File: src/hw/soc_pkg.sv
// Shared bus widths, address map, CLINT register offsets and
// the target select encoding for the memory-mapped bus
package soc_pkg;

    // --------------------------------------------------
    // Widths
    // --------------------------------------------------
    typedef logic [31:0] addr_t;   // Byte address
    typedef logic [31:0] data_t;   // Bus word
    typedef logic [3:0]  strb_t;   // One bit per byte lane
    typedef logic [63:0] timer_t;  // mtime and mtimecmp

    // Which target a request goes to
    typedef enum logic [1:0] {
        SEL_ROM   = 2'd0,
        SEL_CLINT = 2'd1,
        SEL_RAM   = 2'd2,
        SEL_NONE  = 2'd3
    } slave_sel_e;

    // --------------------------------------------------
    // Address map
    // --------------------------------------------------
    localparam addr_t RomBase     = 32'h0001_0000;
    localparam int    RomWords    = 16;              // Boot image depth
    localparam addr_t ClintBase   = 32'h0200_0000;
    localparam addr_t ClintLength = 32'h0000_C000;
    localparam addr_t RamBase     = 32'h8000_0000;   // Length set by RamWords

    // CLINT register offsets, byte addressed
    localparam addr_t ClintMsipOffset  = 32'h0000_0000;
    localparam addr_t MtimecmpLoOffset = 32'h0000_4000;
    localparam addr_t MtimecmpHiOffset = 32'h0000_4004;
    localparam addr_t MtimeLoOffset    = 32'h0000_BFF8;
    localparam addr_t MtimeHiOffset    = 32'h0000_BFFC;

endpackage

File: src/hw/soc_resp_mux.sv
// Response side: read data select, response register and the
// pipeline advance that freezes all stages under back-pressure
`timescale 1ns/1ps

module soc_resp_mux (
    input  logic                clk,
    input  logic                ndmreset_n,
    input  soc_pkg::slave_sel_e sel_q_i,
    input  logic                err_q_i,
    input  logic                stage_valid_i,
    input  logic                we_q_i,
    input  soc_pkg::data_t      rom_rdata_i,
    input  soc_pkg::data_t      clint_rdata_i,
    input  soc_pkg::data_t      ram_rdata_i,
    input  logic                rsp_ready_i,
    output logic                rsp_valid_o,
    output soc_pkg::data_t      rsp_rdata_o,
    output logic                rsp_err_o,
    output logic                pipe_advance_o
);
    soc_pkg::data_t sel_rdata;

    always_comb begin
        case (sel_q_i)
            soc_pkg::SEL_ROM:   sel_rdata = rom_rdata_i;
            soc_pkg::SEL_CLINT: sel_rdata = clint_rdata_i;
            soc_pkg::SEL_RAM:   sel_rdata = ram_rdata_i;
            default:            sel_rdata = '0;
        endcase
        if (err_q_i || we_q_i) begin
            sel_rdata = '0;          // Writes and errors carry no data
        end
    end

    // Stall only while a held response is not taken
    assign pipe_advance_o = ~(rsp_valid_o & ~rsp_ready_i);

    // --------------------------------------------------
    // Response register
    // --------------------------------------------------
    always_ff @(posedge clk or negedge ndmreset_n) begin
        if (!ndmreset_n) begin
            rsp_valid_o <= 1'b0;
        end else if (pipe_advance_o) begin
            rsp_valid_o <= stage_valid_i;
        end
    end

    always_ff @(posedge clk) begin
        if (pipe_advance_o) begin
            rsp_rdata_o <= sel_rdata;
            rsp_err_o   <= err_q_i;
        end
    end

endmodule

File: config.mk
export PLATFORM = sky130hd
export DESIGN_NAME = soc_resp_mux
export DESIGN_NICKNAME = d
export VERILOG_FILES = /design/src/hw/soc_pkg.sv /design/src/hw/soc_resp_mux.sv
export SDC_FILE = /design/constraint.sdc
export NUM_CORES = 1
export LEC_CHECK = 0
export BUFFER_PORTS_ARGS = -buffer_cell sky130_fd_sc_hd__buf_2
export CAP_MARGIN = 20
export CORE_MARGIN = 2
export CORE_UTILIZATION = 47
export CTS_CLUSTER_SIZE = 30
export DETAILED_ROUTE_END_ITERATION = 8
export GPL_ROUTABILITY_DRIVEN = 0
export PLACE_DENSITY_LB_ADDON = 0.1
export SYNTH_ARGS = -nofsm -noshare
export SYNTH_HDL_FRONTEND = slang
export SYNTH_SLANG_ARGS = --single-unit
File: constraint.sdc
create_clock -name clk -period 3.7 [get_ports clk]
set_input_delay 0.74 -clock clk [delete_from_list [all_inputs] [get_ports clk]]
set_output_delay 0.74 -clock clk [all_outputs]
set_load 0.03 [all_outputs]
==> impl_metrics.env <==
export IMPL_die_h_um=74.7
export IMPL_setup_violations=0
export IMPL_initial_core_util_pct=49.4
export IMPL_drcViolationCount=0
export IMPL_cts_buffer_depth=2
export IMPL_synth_seq_cells=34
export IMPL_ir_drop_mv=0.220
export IMPL_yosys_area_top_type="edfxtp_1"
export IMPL_clkTransAtPathRegs_ns=0.08
export IMPL_path_cells="buf_2 > nand2b_2 > buf_4 > buf_2"
export IMPL_r2r_start="rsp_valid_o$_DFFE_PN0N_"
export IMPL_wl_per_cell_um=13.0
export IMPL_synth_net_count=289
export IMPL_drtPass1Iterations=4
export IMPL_clkLatencyLatePin_ns=0.29
export IMPL_grt_pass1_vias=1730
export IMPL_die_w_um=74.7
export IMPL_p_per_area_nw_per_um2=344
export IMPL_critPathKind="primary input to primary output"
export IMPL_vias_per_cell=4.99
export IMPL_power_leakage_nw=1.28
export IMPL_grt_pass1_wl_um=7400
export IMPL_vias=1901
export IMPL_worstPathMaxFanout=35
export IMPL_dpl_hpwl_um=3510
export IMPL_finalHoldViolCount=0
export IMPL_worst_setup_path_end_kind="primary output"
export IMPL_finalPower_w=0.00107
export IMPL_core_area_sq_um=4750
export IMPL_fin_nets=417
export IMPL_syn_to_final_growth_pct=32.6
export IMPL_crit_arrival_ns=1.58
export IMPL_synth_cell_types=11
export IMPL_syn_inst=185
export IMPL_startpoint="rsp_ready_i"
export IMPL_wirelength_um=4960
export IMPL_synth_area_leaders="edfxtp_1, a211oi_2, nand2b_1, nor2b_1, a211oi_1"
export IMPL_max_freq_ghz=0.431
export IMPL_postRouteAntennaNets=0
export IMPL_finalCriticalPeriod_ns=2.32
export IMPL_final_max_slew_viol_count=0
export IMPL_fp_dieArea_sq_um=5580
export IMPL_synth_warning_count=0
export IMPL_num_rows=25
export IMPL_cts_resized=0
export IMPL_hold_buffers=0
export IMPL_cts_buffers=5
export IMPL_drt_initial_drc_count=64
export IMPL_critical_path_max_stage_delay_ns=0.39
export IMPL_worstPathRequired_ns=2.96
export IMPL_h_tree_depth=2
export IMPL_drive_gt1_share_pct=65.0
export IMPL_hp_class="primary input to async pin"
export IMPL_clock_sinks=34
export IMPL_n_antenna_cell=0
export IMPL_rr_endpoint="rsp_rdata_o[20]$_SDFFCE_PP0N_"
export IMPL_whs_ns=0.205
export IMPL_rsz0062_at_grt="false"
export IMPL_ff2ff_path_depth=2
export IMPL_critPathMostFrequentCell="buf_2"
export IMPL_tightest_slew_ns=0.682
export IMPL_grtUsageTotal_pct=17.6
export IMPL_ios=139
export IMPL_antenna_found_initial=0
export IMPL_regToRegSetupSlack_ns=2.50
export IMPL_status="finished, final reports clean"
export IMPL_globalRouteOverflowTotal=0
export IMPL_fin_crit_sh_pct=62.6
export IMPL_cp_start_kind="primary input"
export IMPL_cts_setup_buffers=0
export IMPL_syn_area_sq_um=2350
export IMPL_tns_ns=0
export IMPL_cts_tree="built"
export IMPL_synth_top_area_share_pct=42.2
export IMPL_maxSlewHeadroom_pct=54.6
export IMPL_avgSynthCellArea_sq_um=12.7
export IMPL_skew_ns=0.00632
export IMPL_cap_viol_max_count=0
export IMPL_cts_root_buf="clkbuf_8"
export IMPL_grt_start_max_net_pins=72
export IMPL_yosysSeqAreaShare_pct=43.3
export IMPL_critPathSlowestCell="buf_4"
export IMPL_io_buffers=138
==> logic make-up (layout without fill, tap and decap cells) <==
group / Yosys count / in the layout / share of synthesized area [%]
AND/OR/NAND/NOR: 66 / 66 / 17.6
AO/OA/AOI/OAI: 65 / 65 / 32.5
flip-flops: 34 / 34 / 43.3
buffers and inverters: 20 / 149 / 6.61
==> how the worst max path moves through the flow <==
stage | endpoint | slack, ns | cells past startpoint
3_5_place_dp | rsp_rdata_o[5]$_SDFFCE_PP0N_ | 1.28 | 4
6_report | pipe_advance_o | 1.38 | 4
2_1_floorplan | pipe_advance_o | 1.16 | 1
5_1_grt | pipe_advance_o | 1.33 | 4
4_1_cts | pipe_advance_o | 1.36 | 4
3_3_place_gp | rsp_rdata_o[2]$_SDFFCE_PP0N_ | 1.33 | 4
==> flip-flops by register name, indices dropped and copies added (netlist names) <==
name	flops
rsp_rdata_o	32
rsp_err_o	1
rsp_valid_o	1
==> through the flow <==
step | util, % | setup slack (ns) | cells | area (sq um)
4_1_cts | 65.5 | 1.36 | 381 | 3110
6_report | 65.5 | 1.38 | 381 | 3110
5_1_grt | 65.5 | 1.33 | 381 | 3110
2_1_floorplan | - | 1.16 | 185 | 2350
3_3_place_gp | 63.2 | 1.33 | 373 | 3000
3_5_place_dp | 63.2 | 1.28 | 373 | 3000
==> placed cells by master (no fill, tap or decap) <==
cell type / Yosys / layout
a211o_4: 1 / 1
a211oi_1: 11 / 11
a211oi_2: 53 / 53
buf_12: 0 / 1
buf_2: 10 / 138
buf_4: 0 / 2
bufinv_16: 0 / 1
clkbuf_8: 0 / 5
clkinv_2: 0 / 2
dfrtp_1: 1 / 1
edfxtp_1: 33 / 33
nand2b_1: 34 / 33
nand2b_2: 0 / 1
nor2b_1: 32 / 32
==> area by class of cell <==
class / count / area [sq um]
fillers: 419 / 1640
multi-input cells: 131 / 1180
flip-flops and latches: 34 / 1020
repair buffers: 141 / 726
well taps: 67 / 83.8
clock buffers: 5 / 68.8
clock inverters: 3 / 40.0
==> synth_stat cells <==
cell and number:
nand2b_1 34, edfxtp_1 33, clkbuf_1 2, a211oi_1 11
buf_8 2, a211o_4 1, dfrtp_1 1, nor2b_1 32
buf_2 10, buf_6 6, a211oi_2 53
==> per-layer routing <==
metal  part of all wire (%)  GRT usage (%)
met1                     39           18.6
met2                     49           30.9
met3                    9.8           6.83
met4                    2.5           8.13
met5                      0              0
==> power breakdown <==
part           switching [W]  internal (W)  total, W  leakage, nW
clock               0.000143      0.000198  0.000341       0.0579
combinational       0.000163      0.000105  0.000268        0.861
sequential        0.00000613      0.000455  0.000461        0.366
total               0.000312      0.000758   0.00107         1.28
==> critical path: cells and delay by family <==
kind                   cells  cell delay (ns)
AND/OR/NAND/NOR            1             0.09
buffers and inverters      3             0.74
(Power assumes the default switching activity.)
