--- config.mk ---
export PLATFORM = sky130hd
export DESIGN_NAME = clint_timer
export DESIGN_NICKNAME = d
export VERILOG_FILES = /design/src/hw/soc_pkg.sv /design/src/hw/clint_timer.sv
export SDC_FILE = /design/constraint.sdc
export NUM_CORES = 1
export LEC_CHECK = 0
export ABC_AREA = 1
export BUFFER_PORTS_ARGS = -buffer_cell sky130_fd_sc_hd__buf_2
export CAP_MARGIN = 25
export CORE_MARGIN = 2
export CORE_UTILIZATION = 55
export CTS_CLUSTER_DIAMETER = 200
export DETAILED_ROUTE_END_ITERATION = 6
export GPL_TIMING_DRIVEN = 0
export PLACE_DENSITY = 0.79
export SLEW_MARGIN = 10
export SYNTH_ARGS = -nofsm -noshare
export SYNTH_HDL_FRONTEND = slang
export SYNTH_SLANG_ARGS = --single-unit
--- constraint.sdc ---
create_clock -name clk -period 1.7 [get_ports clk]
set_clock_uncertainty 0.15 [all_clocks]
set_input_delay 0.17 -clock clk [delete_from_list [all_inputs] [get_ports clk]]
set_output_delay 0.17 -clock clk [all_outputs]
set_load 0.02 [all_outputs]
--- src/hw/soc_pkg.sv ---
// Shared bus widths, address map, CLINT register offsets and
// the target select encoding for the memory-mapped bus
package soc_pkg;

    // --------------------------------------------------
    // Widths
    // --------------------------------------------------
    typedef logic [31:0] addr_t;   // Byte address
    typedef logic [31:0] data_t;   // Bus word
    typedef logic [3:0]  strb_t;   // One bit per byte lane
    typedef logic [63:0] timer_t;  // mtime and mtimecmp

    // Which target a request goes to
    typedef enum logic [1:0] {
        SEL_ROM   = 2'd0,
        SEL_CLINT = 2'd1,
        SEL_RAM   = 2'd2,
        SEL_NONE  = 2'd3
    } slave_sel_e;

    // --------------------------------------------------
    // Address map
    // --------------------------------------------------
    localparam addr_t RomBase     = 32'h0001_0000;
    localparam int    RomWords    = 16;              // Boot image depth
    localparam addr_t ClintBase   = 32'h0200_0000;
    localparam addr_t ClintLength = 32'h0000_C000;
    localparam addr_t RamBase     = 32'h8000_0000;   // Length set by RamWords

    // CLINT register offsets, byte addressed
    localparam addr_t ClintMsipOffset  = 32'h0000_0000;
    localparam addr_t MtimecmpLoOffset = 32'h0000_4000;
    localparam addr_t MtimecmpHiOffset = 32'h0000_4004;
    localparam addr_t MtimeLoOffset    = 32'h0000_BFF8;
    localparam addr_t MtimeHiOffset    = 32'h0000_BFFC;

endpackage

--- src/hw/clint_timer.sv ---
// Core-local interruptor with real-time tick, mtime, mtimecmp,
// msip and the register read port
`timescale 1ns/1ps

module clint_timer (
    input  logic           clk,
    input  logic           ndmreset_n,
    input  logic           req_i,
    input  logic           we_i,
    input  soc_pkg::addr_t offset_i,
    input  soc_pkg::data_t wdata_i,
    input  logic           en_i,
    output soc_pkg::data_t rdata_o,
    output logic           timer_irq_o,
    output logic           ipi_o
);
    logic              rtc;
    logic              msip_q;
    logic              wr_en;
    soc_pkg::timer_t   mtime_q;
    soc_pkg::timer_t   mtimecmp_q;

    // --------------------------------------------------
    // Real-time tick, clk divided by two
    // --------------------------------------------------
    always_ff @(posedge clk or negedge ndmreset_n) begin
        if (!ndmreset_n) begin
            rtc <= 1'b0;
        end else begin
            rtc <= ~rtc;
        end
    end

    assign wr_en = req_i & we_i & en_i;   // Whole word writes, strobes ignored

    // --------------------------------------------------
    // Timer and interrupt registers
    // --------------------------------------------------
    always_ff @(posedge clk or negedge ndmreset_n) begin
        if (!ndmreset_n) begin
            mtime_q     <= '0;
            mtimecmp_q  <= '1;          // No interrupt until programmed
            msip_q      <= 1'b0;
            timer_irq_o <= 1'b0;
        end else begin
            if (rtc) begin               // One count per tick period
                mtime_q <= mtime_q + 1'b1;
            end
            if (wr_en) begin
                case (offset_i)
                    soc_pkg::ClintMsipOffset:  msip_q <= wdata_i[0];
                    soc_pkg::MtimecmpLoOffset: mtimecmp_q[31:0] <= wdata_i;
                    soc_pkg::MtimecmpHiOffset: mtimecmp_q[63:32] <= wdata_i;
                    soc_pkg::MtimeLoOffset:    mtime_q <= {mtime_q[63:32], wdata_i};
                    soc_pkg::MtimeHiOffset:    mtime_q <= {wdata_i, mtime_q[31:0]};
                    default: ;
                endcase
            end
            timer_irq_o <= (mtime_q >= mtimecmp_q);
        end
    end

    assign ipi_o = msip_q;

    // Register read, unknown offsets read as zero
    always_ff @(posedge clk) begin
        if (req_i && en_i) begin
            case (offset_i)
                soc_pkg::ClintMsipOffset:  rdata_o <= {31'b0, msip_q};
                soc_pkg::MtimecmpLoOffset: rdata_o <= mtimecmp_q[31:0];
                soc_pkg::MtimecmpHiOffset: rdata_o <= mtimecmp_q[63:32];
                soc_pkg::MtimeLoOffset:    rdata_o <= mtime_q[31:0];
                soc_pkg::MtimeHiOffset:    rdata_o <= mtime_q[63:32];
                default:                   rdata_o <= '0;
            endcase
        end
    end

endmodule

==> flow_metrics.tcl <==
set metrics [dict create \
    setup_slack_ns -0.558 \
    criticalPathCategory "register to register" \
    dp_hpwl_um 35900 \
    critPathArrivalTime_ns 2.40 \
    worstSetupEndpointType "register" \
    die_area_sq_um 21800 \
    syn_to_final_growth_pct 44.7 \
    hold_start "offset_i[2]" \
    overflow 0 \
    swShare 0.265 \
    drc_errors 103 \
    endpoint "mtime_q[33]" \
    grt_max_degree 80 \
    reg2reg_depth 9 \
    drive_above_1_share 0.420 \
    slowest_delay_ns 0.44 \
    synth-seq-cells 163 \
    rows 52 \
    grt_usage 0.498 \
    leakagePower_nw 7.50 \
    ys_seq_area_frac 0.380 \
    gp_congestion 1.01 \
    crit_family "simple AND/OR/NAND/NOR gates" \
    via_per_inst 6.76 \
    irDropWorstVdd_v 0.000608 \
    final-seq-area_sq_um 4390 \
    yosysWarnings 0 \
    crit_path_max_fanout 5 \
    p_comb_frac 0.055 \
    grt_pass1_wl_um 80300 \
    route.vias.total 14500 \
    start_kind "register" \
    cp.depth 9 \
    wire_per_inst_um 27.5 \
    hold_viol_final 0 \
    p_total_mw 8.50 \
    r2r_end "mtime_q[33]" \
    routed_wl_um 58900 \
    power_density_nw_per_um2 517 \
    syn_inst 1540 \
    pwr-share-seq 0.471 \
    rsz0062_at_grt "yes" \
    worst_path_most_repeated_cell "nor2_4" \
    drv_cap 0 \
    timing.critical_path.buf_inv 2 \
    required_ns 1.84 \
    htreeDepth 4 \
    antenna_found_initial 2 \
    die_y_um 148 \
    outcome "complete, but fails checks" \
    grt_pass1_vias 13700 \
    cts.sinks 163 \
    hp-class "input port to register" \
    fin_crit_sh 1.33 \
    period_minus_slack_ns 2.26 \
    setup_viol 93 \
    power_frac_clock 0.474 \
    port-buffer-count 102 \
    cts_tree "yes" \
    syn-cell-area_sq_um 11400 \
    ios 103 \
    relSlewSlack 0.295 \
    insertion_delay_ns 0.44 \
    ant_nets 0 \
    cts_made_buffers 17 \
    die_w_um 148 \
    initial_core_util 0.561 \
    path_cells "buf_4 > nand2_4 > nor2_4 > buf_12 > nand2_1 > nor2_4 > nand3_4 > xor2_1 > o211ai_1" \
    yosys.cell_types.count 43 \
    drt-pass1-iter-count 7 \
    internal-power_mw 6.25 \
    dp_cells 1913 \
    layoutNonFillerInstCount 2143 \
    rr_startpoint "mtime_q[10]" \
    cts-root-buf "clkbuf_16" \
    core_area_sq_um 20200 \
    n_fill_cell 1246 \
    syn_nets 1674 \
    cts_buffer_depth 2 \
    slowest_stage "dfrtp_2" \
    drt_first_iter_violations 2077 \
    report.final.slew_viol_count 0 \
    rrSetupSlack_ns -0.56 \
    fmax_mhz 443 \
    worst_setup_path_startpoint "mtime_q[10]" \
    violations "design-rule violations, negative setup slack" \
    switching_power_mw 2.25 \
    worst_pin_slew_ns 1.05 \
    fin_nets 1991 \
    path_clk_slew_ns 0.08 \
    avgSynthCellArea_sq_um 7.37 \
    multiInputGateArea_sq_um 7650 \
]
[logic make-up (layout without fill, tap and decap cells)]
family	after synthesis	after routing	synth area share
buf+inv	230	560	0.0850
simple gates	855	855	0.343
fa+ha+maj	65	65	0.0716
flops	163	163	0.380
other cells	0	3	0
xor+xnor	31	31	0.0239
compound gates	196	196	0.0957
[worst min-delay path: cells and delay by family]
family	cells	cell delay (ns)
buffers and inverters	1	0.13
AND/OR/NAND/NOR	4	0.38
[layer usage]
layer,global-route usage,routed length (um),vias to the layer above
met5,0,54,-
li1,-,-,5793
met1,0.593,19000,6646
met2,0.733,24000,1469
met3,0.194,9680,577
met4,0.363,6240,2
[flip-flops by register name (all words and copies together), names as in the netlist]
name	flops
ipi_o	1
mtime_q	64
mtimecmp_q	64
rdata_o	32
rtc	1
timer_irq_o	1
[synth_stat cells (all sizes together)]
cell type | number | area [sq um]
nand2 | 409 | 1580
nand3 | 184 | 936
inv | 174 | 656
nor2 | 147 | 658
o21ai | 103 | 516
dfrtp | 67 | 1680
ha | 65 | 813
dfstp | 64 | 1680
nand4 | 63 | 394
a21oi | 44 | 220
buf | 42 | 258
nor3 | 39 | 220
edfxtp | 32 | 961
xor2 | 24 | 210
o21bai | 18 | 135
o22ai | 12 | 75.1
clkbuf | 11 | 41.3
o211ai | 11 | 82.6
nor4 | 8 | 77.6
xnor2 | 7 | 61.3
a31oi | 4 | 25.0
clkinv | 3 | 11.3
o221ai | 3 | 26.3
and3 | 2 | 12.5
a21o | 1 | 7.51
nand3b | 1 | 7.51
nor3b | 1 | 7.51
or2 | 1 | 6.26
[power groups by stage]
| stage | logic [mW] | registers [mW] | clock network (mW) |
|---|---|---|---|
| 3_5_place_dp | 0.358 | 4.07 | 0 |
| 6_report | 0.471 | 4.00 | 4.03 |
| 4_1_cts | 0.427 | 4.00 | 3.95 |
| 5_1_grt | 0.483 | 4.00 | 4.12 |
| 3_3_place_gp | 0.346 | 4.07 | 0 |
| 2_1_floorplan | 0.0768 | 4.09 | 0 |
[metrics by stage]
stage / setup slack [ns] / area, sq um / util / setup TNS (ns) / hold WS (ns)
6_report: -0.558 / 16400 / 0.812 / -17.32 / 0.144
4_1_cts: -0.272 / 15300 / 0.758 / -6.89 / 0.0789
2_1_floorplan: -0.141 / 11500 / - / -7.32 / -0.276
5_1_grt: -0.602 / 16400 / 0.812 / -19.87 / 0.152
3_3_place_gp: -1.61 / 12400 / 0.611 / -255.35 / 0.283
3_5_place_dp: -0.924 / 12400 / 0.612 / -103.46 / 0.132
[worst min-delay path by stage]
stage / to / slack, ns / cells past startpoint
finish: mtime_q[31] / 0.14 / 5
global placement: mtimecmp_q[2] / 0.28 / 3
global route: mtime_q[31] / 0.15 / 5
CTS: ipi_o / 0.08 / 6
floorplan: ipi_o / -0.28 / 0
detailed placement: mtime_q[56] / 0.13 / 1
[layout make-up]
class / instances / share of cell area
antenna: 3 / 0.000457
buffer: 53 / 0.0246
clock buffer: 18 / 0.0261
clock inverter: 14 / 0.00967
inverter: 177 / 0.0426
multi-input combinational: 1147 / 0.465
sequential: 163 / 0.267
tap: 270 / 0.0206
timing repair buffer: 297 / 0.143
timing repair inverter: 1 / 0.000305
[repair_timing]
action                                 CTS  global route
resized for setup                      285           201
hold buffers                            34             0
gates cloned                             1             0
setup endpoints to repair              159           138
pin swaps                               77           119
endpoints found under the hold margin  125             0
buffers inserted                       120            50
[layout by cell type, fill, tap and decap left out, types with 43 or more instances in the layout]
cell type  Yosys  final
buf_2         23    115
ha_1          65     53
nand2_1      395    324
nand3_2        3     43
dfstp_2       64     64
nand4_1       63     63
o21ai_1       43     59
buf_4          9    135
nand3_1      181    133
nor2_4         7     49
dfrtp_2        0     56
nand2_2       12     49
inv_1        169    141
nor2_1       124     76
(Power assumes the default switching activity.)
