## src/hw/soc_pkg.sv

```systemverilog
// Shared bus widths, address map, CLINT register offsets and
// the target select encoding for the memory-mapped bus
package soc_pkg;

    // --------------------------------------------------
    // Widths
    // --------------------------------------------------
    typedef logic [31:0] addr_t;   // Byte address
    typedef logic [31:0] data_t;   // Bus word
    typedef logic [3:0]  strb_t;   // One bit per byte lane
    typedef logic [63:0] timer_t;  // mtime and mtimecmp

    // Which target a request goes to
    typedef enum logic [1:0] {
        SEL_ROM   = 2'd0,
        SEL_CLINT = 2'd1,
        SEL_RAM   = 2'd2,
        SEL_NONE  = 2'd3
    } slave_sel_e;

    // --------------------------------------------------
    // Address map
    // --------------------------------------------------
    localparam addr_t RomBase     = 32'h0001_0000;
    localparam int    RomWords    = 16;              // Boot image depth
    localparam addr_t ClintBase   = 32'h0200_0000;
    localparam addr_t ClintLength = 32'h0000_C000;
    localparam addr_t RamBase     = 32'h8000_0000;   // Length set by RamWords

    // CLINT register offsets, byte addressed
    localparam addr_t ClintMsipOffset  = 32'h0000_0000;
    localparam addr_t MtimecmpLoOffset = 32'h0000_4000;
    localparam addr_t MtimecmpHiOffset = 32'h0000_4004;
    localparam addr_t MtimeLoOffset    = 32'h0000_BFF8;
    localparam addr_t MtimeHiOffset    = 32'h0000_BFFC;

endpackage

```

## src/hw/soc_req_decode.sv

```systemverilog
// Request side of the bus: address decode, error marking and the
// decode and select register stages
`timescale 1ns/1ps

module soc_req_decode #(
    parameter int RamWords = 4096
) (
    input  logic                clk,
    input  logic                ndmreset_n,
    input  logic                req_valid_i,
    input  logic                req_we_i,
    input  soc_pkg::addr_t      req_addr_i,
    input  soc_pkg::data_t      req_wdata_i,
    input  soc_pkg::strb_t      req_strb_i,
    input  logic                pipe_advance_i,
    output logic                req_ready_o,
    output logic                dec_valid_o,
    output soc_pkg::slave_sel_e dec_sel_o,
    output logic                dec_we_o,
    output soc_pkg::addr_t      dec_offset_o,
    output soc_pkg::data_t      dec_wdata_o,
    output soc_pkg::strb_t      dec_strb_o,
    output logic                valid_q_o,
    output logic                we_q_o,
    output soc_pkg::slave_sel_e sel_q_o,
    output logic                err_q_o
);
    localparam soc_pkg::addr_t RomLength = soc_pkg::addr_t'(soc_pkg::RomWords * 4);
    localparam soc_pkg::addr_t RamLength = soc_pkg::addr_t'(RamWords * 4);

    soc_pkg::addr_t      rom_off;
    soc_pkg::addr_t      clint_off;
    soc_pkg::addr_t      ram_off;
    soc_pkg::addr_t      req_off;
    soc_pkg::slave_sel_e req_sel;
    logic                req_err;
    logic                dec_err_q;

    assign req_ready_o = pipe_advance_i;

    // Unsigned wrap makes one compare cover both region bounds
    assign rom_off   = req_addr_i - soc_pkg::RomBase;
    assign clint_off = req_addr_i - soc_pkg::ClintBase;
    assign ram_off   = req_addr_i - soc_pkg::RamBase;

    always_comb begin
        req_sel = soc_pkg::SEL_NONE;
        req_off = '0;
        req_err = 1'b1;
        if (rom_off < RomLength) begin
            req_off = rom_off;
            if (!req_we_i) begin         // ROM is read only
                req_sel = soc_pkg::SEL_ROM;
                req_err = 1'b0;
            end
        end else if (clint_off < soc_pkg::ClintLength) begin
            req_sel = soc_pkg::SEL_CLINT;
            req_off = clint_off;
            req_err = 1'b0;
        end else if (ram_off < RamLength) begin
            req_sel = soc_pkg::SEL_RAM;
            req_off = ram_off;
            req_err = 1'b0;
        end
    end

    // --------------------------------------------------
    // Decode stage
    // --------------------------------------------------
    always_ff @(posedge clk or negedge ndmreset_n) begin
        if (!ndmreset_n) begin
            dec_valid_o <= 1'b0;
            dec_sel_o   <= soc_pkg::SEL_NONE;
            dec_we_o    <= 1'b0;
            dec_err_q   <= 1'b0;
        end else if (pipe_advance_i) begin
            dec_valid_o <= req_valid_i;
            dec_sel_o   <= req_valid_i ? req_sel : soc_pkg::SEL_NONE;
            dec_we_o    <= req_we_i;
            dec_err_q   <= req_err;
        end
    end

    always_ff @(posedge clk) begin
        if (pipe_advance_i && req_valid_i) begin
            dec_offset_o <= req_off;
            dec_wdata_o  <= req_wdata_i;
            dec_strb_o   <= req_strb_i;
        end
    end

    // --------------------------------------------------
    // Select stage, runs beside the target read
    // --------------------------------------------------
    always_ff @(posedge clk or negedge ndmreset_n) begin
        if (!ndmreset_n) begin
            valid_q_o <= 1'b0;
            we_q_o    <= 1'b0;
            sel_q_o   <= soc_pkg::SEL_NONE;
            err_q_o   <= 1'b0;
        end else if (pipe_advance_i) begin
            valid_q_o <= dec_valid_o;
            we_q_o    <= dec_we_o;
            sel_q_o   <= dec_sel_o;
            err_q_o   <= dec_err_q;
        end
    end

endmodule

```

## config.mk

```make
export PLATFORM = sky130hd
export DESIGN_NAME = soc_req_decode
export DESIGN_NICKNAME = d
export VERILOG_FILES = /design/src/hw/soc_pkg.sv /design/src/hw/soc_req_decode.sv
export SDC_FILE = /design/constraint.sdc
export NUM_CORES = 1
export LEC_CHECK = 0
export BUFFER_PORTS_ARGS = -buffer_cell sky130_fd_sc_hd__buf_4
export CAP_MARGIN = 20
export CORE_MARGIN = 4
export CORE_UTILIZATION = 30
export DETAILED_ROUTE_END_ITERATION = 16
export GPL_ROUTABILITY_DRIVEN = 0
export HOLD_SLACK_MARGIN = 0.08
export PLACE_DENSITY_LB_ADDON = 0.15
export REMOVE_ABC_BUFFERS = 1
export SLEW_MARGIN = 10
export SYNTH_ARGS = -nofsm -noshare
export SYNTH_HDL_FRONTEND = slang
export SYNTH_SLANG_ARGS = --single-unit
```

## constraint.sdc

```tcl
create_clock -name clk -period 0.8 [get_ports clk]
set_input_delay 0.16 -clock clk [delete_from_list [all_inputs] [get_ports clk]]
set_output_delay 0.16 -clock clk [all_outputs]
set_load 0.01 [all_outputs]
```

==> results.toml <==
[timing]
finalCriticalPeriod_ns = 1.84
tns_ns = -38.90
setup_ws_ns = -1.04
period_share_pct = 230
finClkSkew_ns = 0.00343
drv_slew = 0
hold_violations = 0
finalSetupViolCount = 101
rsz0062_at_grt = "yes"
fmax_mhz = 542

[setup_path]
timing.reg2reg.setup_slack_ns = -0.08
startpoint = "req_addr_i[22]"
crit_fanout = 8
worstPathRequired_ns = 1.03
reg2reg_depth = 3
r2r-end = "dec_sel_o[0]"
critPathCaptureType = "flop"
crit_type = "in2reg"
cp.arrival_ns = 2.08
r2r-start = "dec_sel_o[0]"
start_kind = "primary input"
critPathCapture = "dec_err_q"

[finish]
multi_input_area_sq_um = 918
final_common_cell = "buf_4"
stdcell_count = 583
antenna_cells = 0
fillCellCount = 795
drive_gt1_share_pct = 54.7
area_delta_synth_final_pct = 88.2
fin_area_sq_um = 5830
final_cell_mix = "110 x buf_4, 85 x buf_6, 68 x edfxtp_1, 37 x dlygate4sd3_1"
fin_nets = 524
seq_area_sq_um = 2300

[logic_synthesis]
synthAdderAreaFrac_pct = 2.02
synthXorXnorAreaFrac_pct = 1.41
synth-edff-count = 68
ys_async_sr_fraction_pct = 12.8
synth_compound_area_share_pct = 6.14
synth_top_family_by_area = "simple AND/OR/NAND/NOR gates"
syn_inst = 192
ys_seq_elements = 78
synth-main-ff-cell = "edfxtp_1"
synth.distinct_cells = 44
synth_area_leaders = "edfxtp_1 66%, dfrtp_1 4.8%, dfstp_2 3.4%, nor2b_1 3.2%, mux2_2 2.5%"
synth_top_cell_by_area = "edfxtp_1"
yosys.area.top_type_share_pct = 65.9
synth_area_sq_um = 3100
yosys_warnings = 0
yosys.area_share.simple_pct = 11.8
ys_seq_area_share_pct = 74.1
synthMuxAreaShare_pct = 2.54
avgSynthCellArea_sq_um = 16.1

[clock_tree]
tritoncts = "yes"
h-tree-depth = 3
cts_hold_buf = 37
cts_made_buffers = 9
clk_path_buf_depth = 2
clkTransAtPathRegs_ns = 0.07
clk_latency_ns = 0.34
cts-root-buf = "clkbuf_8"
cts.sinks = 78

[grt]
grt_pass1_wl_um = 12700
grt_overflow_total = 0
grt_pass1_vias = 2558
grt_start_max_net_pins = 32
grt_antenna_before_repair = 0
grt_usage_pct = 14.3

[detailed_routing]
vias = 2527
dr.pass1.iters = 4
wl_per_cell_um = 15.2
ant_nets = 0
routed_via_density = 4.33
route.detailed.drc = 0
drt_iter0_markers = 65
wirelength_um = 8840

[power]
seq_power_share_pct = 50.7
p_switching_uw = 2060
power_uw = 9490
ir_drop_v = 0.000692
switching_share_pct = 21.7
clkPwrFrac_pct = 32.0
power_frac_comb_pct = 17.3
leakagePower_uw = 0.00238
power-per-cell-area_nw_per_um2 = 1630
intPower_uw = 7440

[floorplanning]
dieArea_sq_um = 12000
coreArea_sq_um = 9910
rows = 36
ios = 151
start_util_pct = 31.3
die_h_um = 110
fp.dieW_um = 110

[status]
status = "complete, but fails checks"
violations = "setup timing"

[placement]
detailed_place_hpwl_um = 6420
post_dp_cell_area_sq_um = 4770
placed_cells = 526
port_buffers = 150

[worst_hold_path]
min_path_type = "in2reg"

[job]
drv_cap = 0
-- metal layers --
metal / share of wire, % / routed length (um) / up-vias / track usage [%]
met2: 53 / 4720 / 107 / 25.6
met4: 2.5 / 222 / 0 / 7.75
met3: 8.5 / 749 / 15 / 4.11
li1: - / - / 1226 / -
met5: 0 / 0 / - / 0
met1: 36 / 3150 / 1179 / 14.9
-- state kept, by name, summed over array words and instances (netlist names), 2 cells and up --
register	count
dec_sel_o	2
dec_strb_o	4
sel_q_o	2
dec_wdata_o	32
dec_offset_o	32
-- layout make-up --
class / count / area share [%]
clock inverter: 5 / 1.29
sequential: 78 / 39.4
clock buffer: 10 / 2.19
tap: 133 / 2.85
timing repair buffer: 235 / 37.9
inverter: 7 / 0.665
multi-input combinational: 115 / 15.7
-- synthesized netlist by cell type, drive strengths merged, types with 4 or more instances --
cell type / instances
dfrtp: 6
dfstp: 4
edfxtp: 68
ha: 5
inv: 7
mux2: 7
nand2: 6
nand3: 6
nand4: 6
nor2: 6
nor2b: 17
o21ai: 7
-- timing repair --
| action | 4_1_cts | 5_1_grt |
|---|---|---|
| pin swaps | 11 | 10 |
| setup endpoints to repair | 98 | 102 |
| hold endpoints to repair | 48 | 2 |
| setup buffers | 6 | 0 |
| gates resized for setup | 67 | 55 |
-- power groups by stage --
stage | clock network, uW | logic [uW] | registers (uW)
2_1_floorplan | 0 | 209 | 4990
3_3_place_gp | 0 | 1260 | 4850
3_5_place_dp | 0 | 1270 | 4860
4_1_cts | 3140 | 1540 | 4800
5_1_grt | 3320 | 1760 | 4840
6_report | 3040 | 1640 | 4820
-- through the flow --
stage | util [%] | hold slack [ns] | setup slack (ns)
3_3_place_gp | 48.1 | -0.000334 | -1.50
3_5_place_dp | 48.1 | 0.00150 | -1.59
4_1_cts | 56.6 | 0.0398 | -1.11
2_1_floorplan | - | -0.136 | -1.42
6_report | 58.9 | 0.0630 | -1.04
5_1_grt | 58.9 | 0.0595 | -1.14
-- cells by family (layout without fill, tap and decap cells) --
kind of cell,count (synthesis),in the layout
and+or+nand+nor,59,59
xor gates and xnor gates,5,5
AOI/OAI and AO/OA,25,25
other,1,14
buffers and inverters,12,257
DFF,78,78
adders and majority gates,5,5
muxes,7,7
-- worst max-delay path, cell delays in order --
cell	delay, ns
buf_6	0.09
or4_4	0.57
o41ai_2	0.30
nand4_1	0.14
xor2_1	0.23
nand4_2	0.14
nor2b_4	0.16
buf_6	0.14
o22a_1	0.15
-- worst min-delay path by stage --
stage                           start          end  slack [ns]  depth (start not counted)
after floorplan            ndmreset_n    dec_err_q       -0.14                          0
after global placement     ndmreset_n  dec_valid_o     -0.0003                          1
after detailed placement   ndmreset_n       we_q_o       0.001                          1
after CTS                 req_valid_i  dec_valid_o        0.04                          2
after global routing      req_valid_i  dec_valid_o        0.06                          2
final                     req_valid_i  dec_valid_o        0.06                          2
Note: power is estimated with default switching activity, not from simulation.
